[config.mk]
export PLATFORM = sky130hd
export DESIGN_NAME = datapathTop
export DESIGN_NICKNAME = d
export VERILOG_FILES = /design/src/cpuIsaPkg.sv /design/src/cpuPipePkg.sv /design/src/stageLink.sv /design/src/instrReceiver.sv /design/src/registerFile.sv /design/src/decodeStage.sv /design/src/executeStage.sv /design/src/writebackStage.sv /design/src/datapathTop.sv
export SDC_FILE = /design/constraint.sdc
export NUM_CORES = 2
export LEC_CHECK = 0
export ABC_AREA = 1
export BUFFER_PORTS_ARGS = -buffer_cell sky130_fd_sc_hd__buf_2
export CORE_MARGIN = 5
export CORE_UTILIZATION = 30
export CTS_CLUSTER_DIAMETER = 150
export DETAILED_ROUTE_END_ITERATION = 16
export PLACE_DENSITY_LB_ADDON = 0.08
export SETUP_SLACK_MARGIN = 0.15
export SLEW_MARGIN = 25
export SYNTH_ARGS = -nofsm -noshare
export SYNTH_HDL_FRONTEND = slang
export SYNTH_SLANG_ARGS = --single-unit
[constraint.sdc]
create_clock -name Clock -period 3.9 [get_ports Clock]
set_clock_uncertainty 0.05 [all_clocks]
set_input_delay 0.39 -clock Clock [delete_from_list [all_inputs] [get_ports Clock]]
set_output_delay 0.39 -clock Clock [all_outputs]
set_load 0.05 [all_outputs]
[src/cpuIsaPkg.sv]
package cpuIsaPkg;

        localparam int dataWidth = 32;
        localparam int opcodeWidth = 5;
        localparam int fieldWidth = 4;
        localparam int shamtWidth = $clog2(dataWidth);

        // Instruction word field positions.
        localparam int opcodeMsb = 31;
        localparam int raMsb = 26;
        localparam int rbMsb = 22;
        localparam int rcMsb = 18;
        localparam int constWidth = 19; // Constant sits in bits 18..0.

        typedef enum logic [opcodeWidth-1:0] {
                ldi = 5'b00001,
                add = 5'b00011,
                sub = 5'b00100,
                andOp = 5'b00101,
                orOp = 5'b00110,
                shr = 5'b01001,
                shra = 5'b01010,
                shl = 5'b01011,
                ror = 5'b01100,
                rol = 5'b01101
        } opcodeT;

        typedef enum logic [3:0] {
                aluPass,        // Operand B straight through, for ldi.
                aluAdd,
                aluSub,
                aluAnd,
                aluOr,
                aluShr,
                aluShra,
                aluShl,
                aluRor,
                aluRol
        } aluOpT;

endpackage

[src/cpuPipePkg.sv]
package cpuPipePkg;

        import cpuIsaPkg::*;

        localparam int regCount = 16;
        localparam int regAddrWidth = 4;

        // Decode to execute.
        typedef struct packed {
                aluOpT aluOp;
                logic [regAddrWidth-1:0] dest;
                logic [dataWidth-1:0] opA;
                logic [dataWidth-1:0] opB;
                logic illegal;
        } decodedT;

        // Execute to writeback.
        typedef struct packed {
                logic [regAddrWidth-1:0] dest;
                logic [dataWidth-1:0] value;
                logic writeEn;
                logic illegal;
        } resultT;

endpackage

[src/stageLink.sv]
interface stageLink #(
        parameter type payloadT = logic [31:0]
);

        logic req;
        logic ack;
        payloadT payload; // Held stable while req is high.

        modport sender (
                output req,
                output payload,
                input ack
        );

        modport receiver (
                input req,
                input payload,
                output ack
        );

endinterface

[src/instrReceiver.sv]
module instrReceiver
        import cpuIsaPkg::*;
(
        input  logic Clock,
        input  logic rst,
        input  logic instrReq,
        input  logic [dataWidth-1:0] instrData,
        output logic instrAck,
        stageLink.sender outLink
);

        logic full;
        logic take;

        // Accept only with the internal link fully idle.
        assign take = instrReq && !instrAck && !full && !outLink.ack;

        always_ff @(posedge Clock) begin
                if (rst) begin
                        instrAck <= 1'b0;
                        outLink.req <= 1'b0;
                        full <= 1'b0;
                end else begin
                        if (take) begin
                                instrAck <= 1'b1;
                                full <= 1'b1;
                        end else if (instrAck && !instrReq) begin
                                instrAck <= 1'b0;
                        end
                        if (full && !outLink.req && !outLink.ack) begin
                                outLink.req <= 1'b1;
                        end else if (outLink.req && outLink.ack) begin
                                outLink.req <= 1'b0; // Word released once taken.
                                full <= 1'b0;
                        end
                end
        end

        always_ff @(posedge Clock) begin
                if (take) begin
                        outLink.payload <= instrData;
                end
        end

endmodule

[src/registerFile.sv]
module registerFile
        import cpuIsaPkg::*;
        import cpuPipePkg::*;
(
        input  logic Clock,
        input  logic rst,
        input  logic [regAddrWidth-1:0] readAddrA,
        input  logic [regAddrWidth-1:0] readAddrB,
        output logic [dataWidth-1:0] readDataA,
        output logic [dataWidth-1:0] readDataB,
        output logic pendingA,
        output logic pendingB,
        output logic pendingDest,
        input  logic [regAddrWidth-1:0] checkDest,
        input  logic setPending,
        input  logic [regAddrWidth-1:0] setAddr,
        input  logic writeEn,
        input  logic [regAddrWidth-1:0] writeAddr,
        input  logic [dataWidth-1:0] writeData
);

        logic [dataWidth-1:0] regs [regCount];
        logic [regCount-1:0] pending;
        logic hitA;
        logic hitB;
        logic hitDest;

        assign hitA = writeEn && (writeAddr == readAddrA);
        assign hitB = writeEn && (writeAddr == readAddrB);
        assign hitDest = writeEn && (writeAddr == checkDest);

        // Write bypass on data and on the pending bits.
        assign readDataA = hitA ? writeData : regs[readAddrA];
        assign readDataB = hitB ? writeData : regs[readAddrB];
        assign pendingA = pending[readAddrA] && !hitA;
        assign pendingB = pending[readAddrB] && !hitB;
        assign pendingDest = pending[checkDest] && !hitDest;

        always_ff @(posedge Clock) begin
                if (rst) begin
                        for (int i = 0; i < regCount; i++) begin
                                regs[i] <= '0;
                        end
                end else if (writeEn) begin
                        regs[writeAddr] <= writeData;
                end
        end

        always_ff @(posedge Clock) begin
                if (rst) begin
                        pending <= '0;
                end else begin
                        if (writeEn) begin
                                pending[writeAddr] <= 1'b0;
                        end
                        if (setPending) begin
                                pending[setAddr] <= 1'b1; // Set wins over clear.
                        end
                end
        end

endmodule

[src/decodeStage.sv]
module decodeStage
        import cpuIsaPkg::*;
        import cpuPipePkg::*;
(
        input  logic Clock,
        input  logic rst,
        stageLink.receiver inLink,
        stageLink.sender outLink,
        output logic [regAddrWidth-1:0] readAddrA,
        output logic [regAddrWidth-1:0] readAddrB,
        output logic [regAddrWidth-1:0] checkDest,
        input  logic [dataWidth-1:0] readDataA,
        input  logic [dataWidth-1:0] readDataB,
        input  logic pendingA,
        input  logic pendingB,
        input  logic pendingDest,
        output logic setPending,
        output logic [regAddrWidth-1:0] setAddr
);

        logic [dataWidth-1:0] word;
        opcodeT opcode;
        aluOpT aluOp;
        logic legal;
        logic useSrc;
        logic hazard;
        logic take;
        logic full;
        logic [dataWidth-1:0] immediate;
        decodedT item;

        assign word = inLink.payload;
        assign opcode = opcodeT'(word[opcodeMsb -: opcodeWidth]);
        assign checkDest = word[raMsb -: fieldWidth];
        assign readAddrA = word[rbMsb -: fieldWidth];
        assign readAddrB = word[rcMsb -: fieldWidth];
        assign immediate = {{(dataWidth-constWidth){word[constWidth-1]}}, word[constWidth-1:0]};

        always_comb begin
                legal = 1'b1;
                case (opcode)
                        ldi: aluOp = aluPass;
                        add: aluOp = aluAdd;
                        sub: aluOp = aluSub;
                        andOp: aluOp = aluAnd;
                        orOp: aluOp = aluOr;
                        shr: aluOp = aluShr;
                        shra: aluOp = aluShra;
                        shl: aluOp = aluShl;
                        ror: aluOp = aluRor;
                        rol: aluOp = aluRol;
                        default: begin
                                aluOp = aluPass;
                                legal = 1'b0;
                        end
                endcase
        end

        // ldi has no register sources; its Rb/Rc bits are constant bits.
        assign useSrc = legal && (opcode != ldi);
        assign hazard = legal && (pendingDest || (useSrc && (pendingA || pendingB)));
        assign take = inLink.req && !inLink.ack && !full && !hazard;

        assign setPending = take && legal;
        assign setAddr = checkDest;

        always_comb begin
                item.aluOp = aluOp;
                item.dest = checkDest;
                item.opA = readDataA;
                item.opB = (opcode == ldi) ? immediate : readDataB;
                item.illegal = !legal;
        end

        always_ff @(posedge Clock) begin
                if (rst) begin
                        inLink.ack <= 1'b0;
                        outLink.req <= 1'b0;
                        full <= 1'b0;
                end else begin
                        if (take) begin
                                inLink.ack <= 1'b1;
                                full <= 1'b1;
                        end else if (inLink.ack && !inLink.req) begin
                                inLink.ack <= 1'b0;
                        end
                        if (full && !outLink.req && !outLink.ack) begin
                                outLink.req <= 1'b1;
                        end else if (outLink.req && outLink.ack) begin
                                outLink.req <= 1'b0;
                                full <= 1'b0;
                        end
                end
        end

        always_ff @(posedge Clock) begin
                if (take) begin
                        outLink.payload <= item;
                end
        end

endmodule

[src/executeStage.sv]
module executeStage
        import cpuIsaPkg::*;
        import cpuPipePkg::*;
(
        input  logic Clock,
        input  logic rst,
        stageLink.receiver inLink,
        stageLink.sender outLink
);

        logic [dataWidth-1:0] a;
        logic [dataWidth-1:0] b;
        logic [shamtWidth-1:0] shamt;
        logic [2*dataWidth-1:0] rotRight;
        logic [2*dataWidth-1:0] rotLeft;
        logic [dataWidth-1:0] value;
        logic take;
        logic full;
        resultT result;

        assign a = inLink.payload.opA;
        assign b = inLink.payload.opB;
        assign shamt = b[shamtWidth-1:0]; // Low five bits only.
        assign rotRight = {a, a} >> shamt;
        assign rotLeft = {a, a} << shamt;

        always_comb begin
                case (inLink.payload.aluOp)
                        aluPass: value = b;
                        aluAdd: value = a + b;
                        aluSub: value = a - b;
                        aluAnd: value = a & b;
                        aluOr: value = a | b;
                        aluShr: value = a >> shamt;
                        aluShra: value = $signed(a) >>> shamt;
                        aluShl: value = a << shamt;
                        aluRor: value = rotRight[dataWidth-1:0];
                        aluRol: value = rotLeft[2*dataWidth-1 -: dataWidth];
                        default: value = '0;
                endcase
        end

        always_comb begin
                result.dest = inLink.payload.dest;
                result.value = value;
                result.writeEn = !inLink.payload.illegal;
                result.illegal = inLink.payload.illegal;
        end

        assign take = inLink.req && !inLink.ack && !full;

        always_ff @(posedge Clock) begin
                if (rst) begin
                        inLink.ack <= 1'b0;
                        outLink.req <= 1'b0;
                        full <= 1'b0;
                end else begin
                        if (take) begin
                                inLink.ack <= 1'b1;
                                full <= 1'b1;
                        end else if (inLink.ack && !inLink.req) begin
                                inLink.ack <= 1'b0;
                        end
                        if (full && !outLink.req && !outLink.ack) begin
                                outLink.req <= 1'b1;
                        end else if (outLink.req && outLink.ack) begin
                                outLink.req <= 1'b0;
                                full <= 1'b0;
                        end
                end
        end

        always_ff @(posedge Clock) begin
                if (take) begin
                        outLink.payload <= result;
                end
        end

endmodule

[src/writebackStage.sv]
module writebackStage
        import cpuIsaPkg::*;
        import cpuPipePkg::*;
(
        input  logic Clock,
        input  logic rst,
        stageLink.receiver inLink,
        output logic writeEn,
        output logic [regAddrWidth-1:0] writeAddr,
        output logic [dataWidth-1:0] writeData,
        output logic resultValid,
        output logic [regAddrWidth-1:0] resultReg,
        output logic [dataWidth-1:0] resultData,
        output logic illegal
);

        resultT item;
        logic take;
        logic valid;
        logic enable;
        logic flag;

        assign take = inLink.req && !inLink.ack; // Never back-pressured.

        assign writeEn = enable;
        assign writeAddr = item.dest;
        assign writeData = item.value;
        assign resultValid = valid;
        assign resultReg = item.dest;
        assign resultData = item.value;
        assign illegal = flag;

        always_ff @(posedge Clock) begin
                if (rst) begin
                        inLink.ack <= 1'b0;
                        valid <= 1'b0;
                        enable <= 1'b0;
                        flag <= 1'b0;
                end else begin
                        valid <= take; // One-cycle pulse per item.
                        enable <= take && inLink.payload.writeEn;
                        flag <= take && inLink.payload.illegal;
                        if (take) begin
                                inLink.ack <= 1'b1;
                        end else if (inLink.ack && !inLink.req) begin
                                inLink.ack <= 1'b0;
                        end
                end
        end

        always_ff @(posedge Clock) begin
                if (take) begin
                        item <= inLink.payload;
                end
        end

endmodule

[src/datapathTop.sv]
module datapathTop
        import cpuIsaPkg::*;
        import cpuPipePkg::*;
(
        input  logic Clock,
        input  logic rst,
        input  logic instrReq,
        input  logic [dataWidth-1:0] instrData,
        output logic instrAck,
        output logic resultValid,
        output logic [regAddrWidth-1:0] resultReg,
        output logic [dataWidth-1:0] resultData,
        output logic illegal
);

        logic [regAddrWidth-1:0] readAddrA;
        logic [regAddrWidth-1:0] readAddrB;
        logic [regAddrWidth-1:0] checkDest;
        logic [dataWidth-1:0] readDataA;
        logic [dataWidth-1:0] readDataB;
        logic pendingA;
        logic pendingB;
        logic pendingDest;
        logic setPending;
        logic [regAddrWidth-1:0] setAddr;
        logic writeEn;
        logic [regAddrWidth-1:0] writeAddr;
        logic [dataWidth-1:0] writeData;

        stageLink #(.payloadT(logic [dataWidth-1:0])) instrLink ();
        stageLink #(.payloadT(decodedT)) decodeLink ();
        stageLink #(.payloadT(resultT)) resultLink ();

        instrReceiver i_instrReceiver (
                .Clock(Clock),
                .rst(rst),
                .instrReq(instrReq),
                .instrData(instrData),
                .instrAck(instrAck),
                .outLink(instrLink.sender)
        );

        decodeStage i_decodeStage (
                .Clock(Clock),
                .rst(rst),
                .inLink(instrLink.receiver),
                .outLink(decodeLink.sender),
                .readAddrA(readAddrA),
                .readAddrB(readAddrB),
                .checkDest(checkDest),
                .readDataA(readDataA),
                .readDataB(readDataB),
                .pendingA(pendingA),
                .pendingB(pendingB),
                .pendingDest(pendingDest),
                .setPending(setPending),
                .setAddr(setAddr)
        );

        executeStage i_executeStage (
                .Clock(Clock),
                .rst(rst),
                .inLink(decodeLink.receiver),
                .outLink(resultLink.sender)
        );

        writebackStage i_writebackStage (
                .Clock(Clock),
                .rst(rst),
                .inLink(resultLink.receiver),
                .writeEn(writeEn),
                .writeAddr(writeAddr),
                .writeData(writeData),
                .resultValid(resultValid),
                .resultReg(resultReg),
                .resultData(resultData),
                .illegal(illegal)
        );

        registerFile i_registerFile (
                .Clock(Clock),
                .rst(rst),
                .readAddrA(readAddrA),
                .readAddrB(readAddrB),
                .readDataA(readDataA),
                .readDataB(readDataB),
                .pendingA(pendingA),
                .pendingB(pendingB),
                .pendingDest(pendingDest),
                .checkDest(checkDest),
                .setPending(setPending),
                .setAddr(setAddr),
                .writeEn(writeEn),
                .writeAddr(writeAddr),
                .writeData(writeData)
        );

endmodule

# Yosys cells after proc, flatten, opt, wreduce, memory -nomap -nowiden
# Memory sizes are Yosys's and may differ from the RTL's. A register that Yosys moved wholly into a read port is not among the register bits.
# Index checks and enable logic that the tools add are counted.
# W data, S select, Z words.
[totals] regBits=208 mem_bits_rw=512 inputBits=35 out_inout_bits=39 elab_cells=185 memories=1
[op_classes] addsub=2 order_cmp=6 eq_ne=23 n_shift=5 mux=52 bitwise_logic=5 reduce_logical=65
[memory_table] memory="i_registerFile.regs" depth=16 word_bits=32 rd=2 rd_clocked_by_memory_dff=2 write_ports=16 line="registerFile.sv:22" rtl="logic [dataWidth-1:0] regs [regCount];"
[ops] operator="$pmux W32 S10" count=1
[ops] operator="$mux W32" count=4
[ops] operator="$shl A64 B5 Y64" count=1
[ops] operator="$shr A64 B5 Y32" count=1
[ops] operator="$mux W16" count=3
[ops] operator="$logic_and A1 B1 Y1" count=36
[ops] operator="$pmux W4 S9" count=1
[ops] operator="$mux W1" count=35
[ops] operator="$add A32 B32 Y32" count=1
[ops] operator="$and A32 B32 Y32" count=1
[ops] operator="$or A32 B32 Y32" count=1
[ops] operator="$reduce_or A32 Y1" count=1
[ops] operator="$shl A32 B5 Y32" count=1
[ops] operator="$shr A32 B5 Y32" count=1
[ops] operator="$sshr A32 B5 Y32" count=1
[ops] operator="$sub A32 B32 Y32" count=1
[ops] operator="$eq A5 B4 Y1 const B" count=5
[ops] operator="$lt A4 B5 Y1 const B" count=4
[ops] operator="$logic_not A1 Y1" count=17
[ops] operator="$and A16 B16 Y16" count=1
[ops] operator="$eq A4 B3 Y1 const B" count=4
[ops] operator="$not A16 Y16" count=1
[ops] operator="$or A16 B16 Y16" count=1
[ops] operator="$eq A5 B3 Y1 const B" count=3
[ops] operator="15 further kinds" count=32

# Logic depth before layout (Yosys ltp)
[logic_depth] ltp_word=13 mapped_depth=25 depth_no_buf=23

# By module
# From an unflattened synthesis, not the netlist that was laid out.
[unflattened] cells_unflattened=6309 area_unflattened_um2=46032.9
[by_module_without_submodules] mod="registerFile" instances=1 cells_each=3943 area_per_inst_um2=30155.2 seq_area_each_um2=15695.1
[by_module_without_submodules] mod="executeStage" instances=1 cells_each=1998 area_per_inst_um2=10312.4 seq_area_each_um2=1201.2
[by_module_without_submodules] mod="decodeStage" instances=1 cells_each=231 area_per_inst_um2=2985.4 seq_area_each_um2=2252.2
[by_module_without_submodules] mod="writebackStage" instances=1 cells_each=90 area_per_inst_um2=1503.9 seq_area_each_um2=1161.1
[by_module_without_submodules] mod="instrReceiver" instances=1 cells_each=47 area_per_inst_um2=1076.0 seq_area_each_um2=1021.0

# Worst setup path before layout
# OpenSTA, ideal clock, no wires.
[synth_path] kind="register to register" startpoint="register, netlist name i_decodeStage.outLink.payload[2]" endpoint="register, netlist name i_executeStage.outLink.payload[29]" arrival_ns=3.226 t_required_ns=3.591 path_slack_ns=0.365 path_stages_with_launch=26 path_buffers=2 cell_sequence="edfxtp_1 inv_1 buf_2 buf_1 ha_1 nand3_1 nor3_2 nand2_1 nor2_2 nand2_1 nand2_1 nand2_1 a21oi_1 xor2_1 ha_1 nand2_1 nor2_1 inv_1 nor2_1 inv_1 nor2_1 nor3_1 nand2_1 nand2_1 nand3_1 nand3_1"

==> summary by stage <==
Outcome
The run finished with clean final reports.

Yosys
The number of synthesis warnings is 0. The share of the synthesized area in the top cell type is about half. After synthesis, the mean cell area works out to ~8.0 µm². The number of cells produced by synthesis is roughly 5400.

Yosys instantiated no cell more often than nor2_1. Ranked by instance count, the synthesized netlist is headed by nor2_1, o21ai_0, nand2_1. The synthesized design contains approximately 690 enable-type register cells. The post-synthesis net count is about 5400. The number of storage elements in the synthesis netlist is ~730. The proportion of synthesized flip-flops having asynchronous set or reset is 0%. The share of the Yosys chip area taken by registers is between 40 and 50%. The count of distinct cell types in the synthesized netlist is 55. Among all flip-flop cells after synthesis, the most frequent one is edfxtp_1. In the post-synthesis netlist, the biggest area contributors are edfxtp_1, nor2_1, o21ai_0. After synthesis the cells add up to ~43000 µm².

The largest area contributor in the netlist is edfxtp_1.

Power and ir drop
The fraction of power consumed by combinational cells is between 20 and 30%. The worst-case IR drop observed on VDD is 0.298 mV. The leakage power is 19.4 nW.

The share of total power dissipated in the clock network is about 34%. The internal power of the cells totals 16.4 mW. Net switching is roughly 37% of the power. The power share of the sequential group is a little under two fifths. The power density over cell area is about 520 nW/µm². In this run the power spent charging and discharging nets is between 9 and 10 mW.

GRT
The number of global-route vias before repair came to ~40000. The global-route usage over all layers is approximately 28%. The global-route wire length before repair is around 310 mm. The number of antenna violations at the first check in global routing is 10. For this run the aggregate overflow at the end of global routing stands at 0.

Entering global routing, the biggest net connects approximately 130 pins.

Floorplanning
The number of placement rows is 139. The die covers about 150000 µm². The starting utilization of the core area is 30.1%. The core outline area is 143000 µm².

The die extent in x is approximately 390 µm. The top-level I/O count is 74. The height of the die is 389 µm.

Critical path
At the worst endpoint, the required time is 4250 ps. The peak fanout along the critical path is 5. The slowest cell on the critical path is edfxtp_1. The origin of the critical flop-to-flop path is i_decodeStage.outLink.payload[1]. Tracing the worst setup path back leads to its startpoint at i_decodeStage.outLink.payload[1].

The critical path start-end classification is flop to flop. The worst setup path is launched from a flop. The worst setup path is captured at a flop. The biggest cell delay along the critical path is 490 ps. The data arrival time at the worst-slack endpoint is roughly 3900 ps. Walking the worst path, the cells encountered are inv_2 > ha_4 > nand3_4 > nor3_4 > nand2_2 > nor2_4 > nand2_1 > nand2_2 > xor2_1 > ha_2 > nand2_1 > nor2_1 > inv_1 > nor2_2 > o21ai_1 > nand3_1 > or2_2 > nand3_1 > nand3_1. By instance count, the cell type seen most on the critical path is nand3_1.

Final layout
The area occupied by multi-input gates is ~19000 µm². In the final layout, the share of cells above drive strength 1 is roughly a tenth. Once layout is complete, the utilization of the core stands at 35.0%. Leaving out filler cells and counting taps, the final layout contains 7368.

The layout-stage area growth over the synthesis result is 16.1%. After filler insertion, the fill cell instance count of the layout stands at around 15000. The post-layout net count is ~5500. The total area of sequential cells is ~22000 µm².

STA
The highest clock rate is between 200 and 300 MHz. The number of slew-limit violations in the final report is 0. Setup repair after global routing could not meet its margin everywhere.

The transition time at the pin with the least slew margin is between 1000 and 1500 ps. For the finished layout, the period the worst path requires is between 3000 and 4000 ps. The count of endpoints failing hold in the final timing report came to 0.

In this run the tightest slew margin relative to its limit is 31.2%. For the final routed database, the setup TNS stands at 0 ps. The post-route fraction of the period consumed by the critical path is approximately nine tenths. The final-report setup violation count is 0.

Route
The number of nets with antenna violations after detailed routing is 0. The ratio of routed vias to standard cells is approximately 5.7. The count of routing violations after the opening detailed-route iteration is approximately 4400. For this run, design rule violations remaining after detail routing come to 0. The number of vias after detailed routing is between 40000 and 50000. The average detailed-routed wire length per instance is around 30 µm. The pre-antenna-repair detailed-routing pass consisted of 5 iterations. The final layout contains routed wiring with a total length of between 200 and 250 mm.

Clocking
The number of clock sinks seen by CTS is around 730. The clock tree synthesis step divided the H-tree into 3 levels. Clock latency on the worst-skew pair, taken at its later pin, is ~700 ps.

The total CTS buffers is between 90 and 100. TritonCTS built the clock tree. After clock tree synthesis, the clock-pin slew on the worst setup and hold paths is 60 ps. The longest clock path from root to sink contains 3 buffers. The cell chosen for the clock root is clkbuf_16.

Min path
In this run the worst hold path is classified as primary input to flop. The worst hold path startpoint is rst.

Placed design
The number of placed instances, taps included, is roughly 7200. In this run the tool buffered the top-level ports with 73 buffer cells. The final estimated routing congestion in global placement is 0.980. The detailed placer's ending HPWL is 141 mm.

Flow run
Across the run, the number of max-cap violations was 0.
==> power groups by stage <==
| stage | registers [mW] | logic (mW) | clock network, mW |
|---|---|---|---|
| 2_1_floorplan | 9.72 | 4.04 | 0 |
| 3_3_place_gp | 9.93 | 7.20 | 0 |
| 3_5_place_dp | 9.92 | 7.17 | 0 |
| 4_1_cts | 9.76 | 7.22 | 9.09 |
| 5_1_grt | 9.80 | 7.92 | 9.39 |
| 6_report | 9.77 | 7.41 | 8.94 |
==> path summary, 6_finish.rpt <==
kind         slack (ps)                                  to  cells past startpoint
max reg2reg         330  i_executeStage.outLink.payload[22]                     19
max                 330  i_executeStage.outLink.payload[22]                     19
min                  30            i_instrReceiver.instrAck                      2
min reg2reg         350     i_writebackStage.resultData[15]                      0
==> per-layer routing <==
metal | vias up | GRT usage (%) | routed length [µm]
li1 | 18800 | - | -
met1 | 20700 | 36.2 | 90300
met2 | 1928 | 46.1 | 102000
met3 | 470 | 4.15 | 15300
met4 | 0 | 13.5 | 12000
met5 | - | 0 | 0
==> cell usage in the layout, fill, tap and decap left out, types with 17 or more instances in the layout <==
cell	n
clkbuf_16	96
o221ai_1	164
nor2_1	1234
buf_12	34
dlygate4sd3_1	33
inv_1	229
nand2_1	790
ha_1	33
a21oi_1	165
nand2_2	23
clkinv_1	27
buf_4	190
o211ai_1	58
clkbuf_1	28
a31oi_1	35
edfxtp_1	691
nand4_1	28
buf_2	73
o21ai_0	816
dfxtp_1	30
xor2_1	30
nor3_1	17
o22ai_1	87
o21ai_1	28
nand3_1	312
==> cell type report <==
type / count / share of cell area, %
diodes: 4 / 0.0200
clock buffers: 127 / 5.09
clock inverters: 44 / 1.05
inverters: 262 / 2.01
multi-input cells: 3969 / 38.5
flip-flops and latches: 728 / 43.0
well taps: 1903 / 4.76
repair buffers: 331 / 5.62
==> sequential cells by signal (all words and copies together) (netlist names), 4 cells and up, named ones only <==
name,cells
i_writebackStage.resultReg,4
i_decodeStage.outLink.payload,73
i_instrReceiver.outLink.payload,32
i_registerFile.regs,512
i_executeStage.outLink.payload,38
i_writebackStage.resultData,32
i_registerFile.pending,16
==> repair_timing <==
item / CTS / global route
resized for setup: 6 / 52
cloned: 0 / 0
endpoints found under the setup margin: 10 / 22
endpoints found under the hold margin: 41 / 0
setup buffers: 0 / 6
hold buffers: 33 / 0
pin swaps: 0 / 13
==> critical path, delay by kind of cell, from the launching register on <==
kind / cells / cell delay (ps)
AO/OA/AOI/OAI: 1 / 120
adder cells (fa/ha/maj): 2 / 490
AND/OR/NAND/NOR: 13 / 1680
XOR/XNOR: 1 / 190
flip-flops: 1 / 490
buffers and inverters: 2 / 230
==> cells by family after synthesis <==
group / count (synthesis) / share of synthesized area (%)
mux: 5 / 0.116
flops: 728 / 49.9
xor+xnor: 35 / 0.711
simple gates: 2482 / 23.2
buf+inv: 672 / 6.14
fa+ha+maj: 38 / 1.12
compound gates: 1409 / 18.8
==> metrics by stage <==
stage / hold WS [ps] / setup WS (ps) / total power, mW / cell area (µm²)
5_1_grt: 55.1 / 99.8 / 27.1 / 50100
6_report: 33.0 / 326 / 26.1 / 50100
4_1_cts: 3.18 / 122 / 26.1 / 49800
2_1_floorplan: 350 / 365 / 13.8 / 43100
3_3_place_gp: 352 / -41.8 / 17.1 / 46400
3_5_place_dp: 355 / 7.17 / 17.1 / 46400
Power figures use the tool's default switching activity.
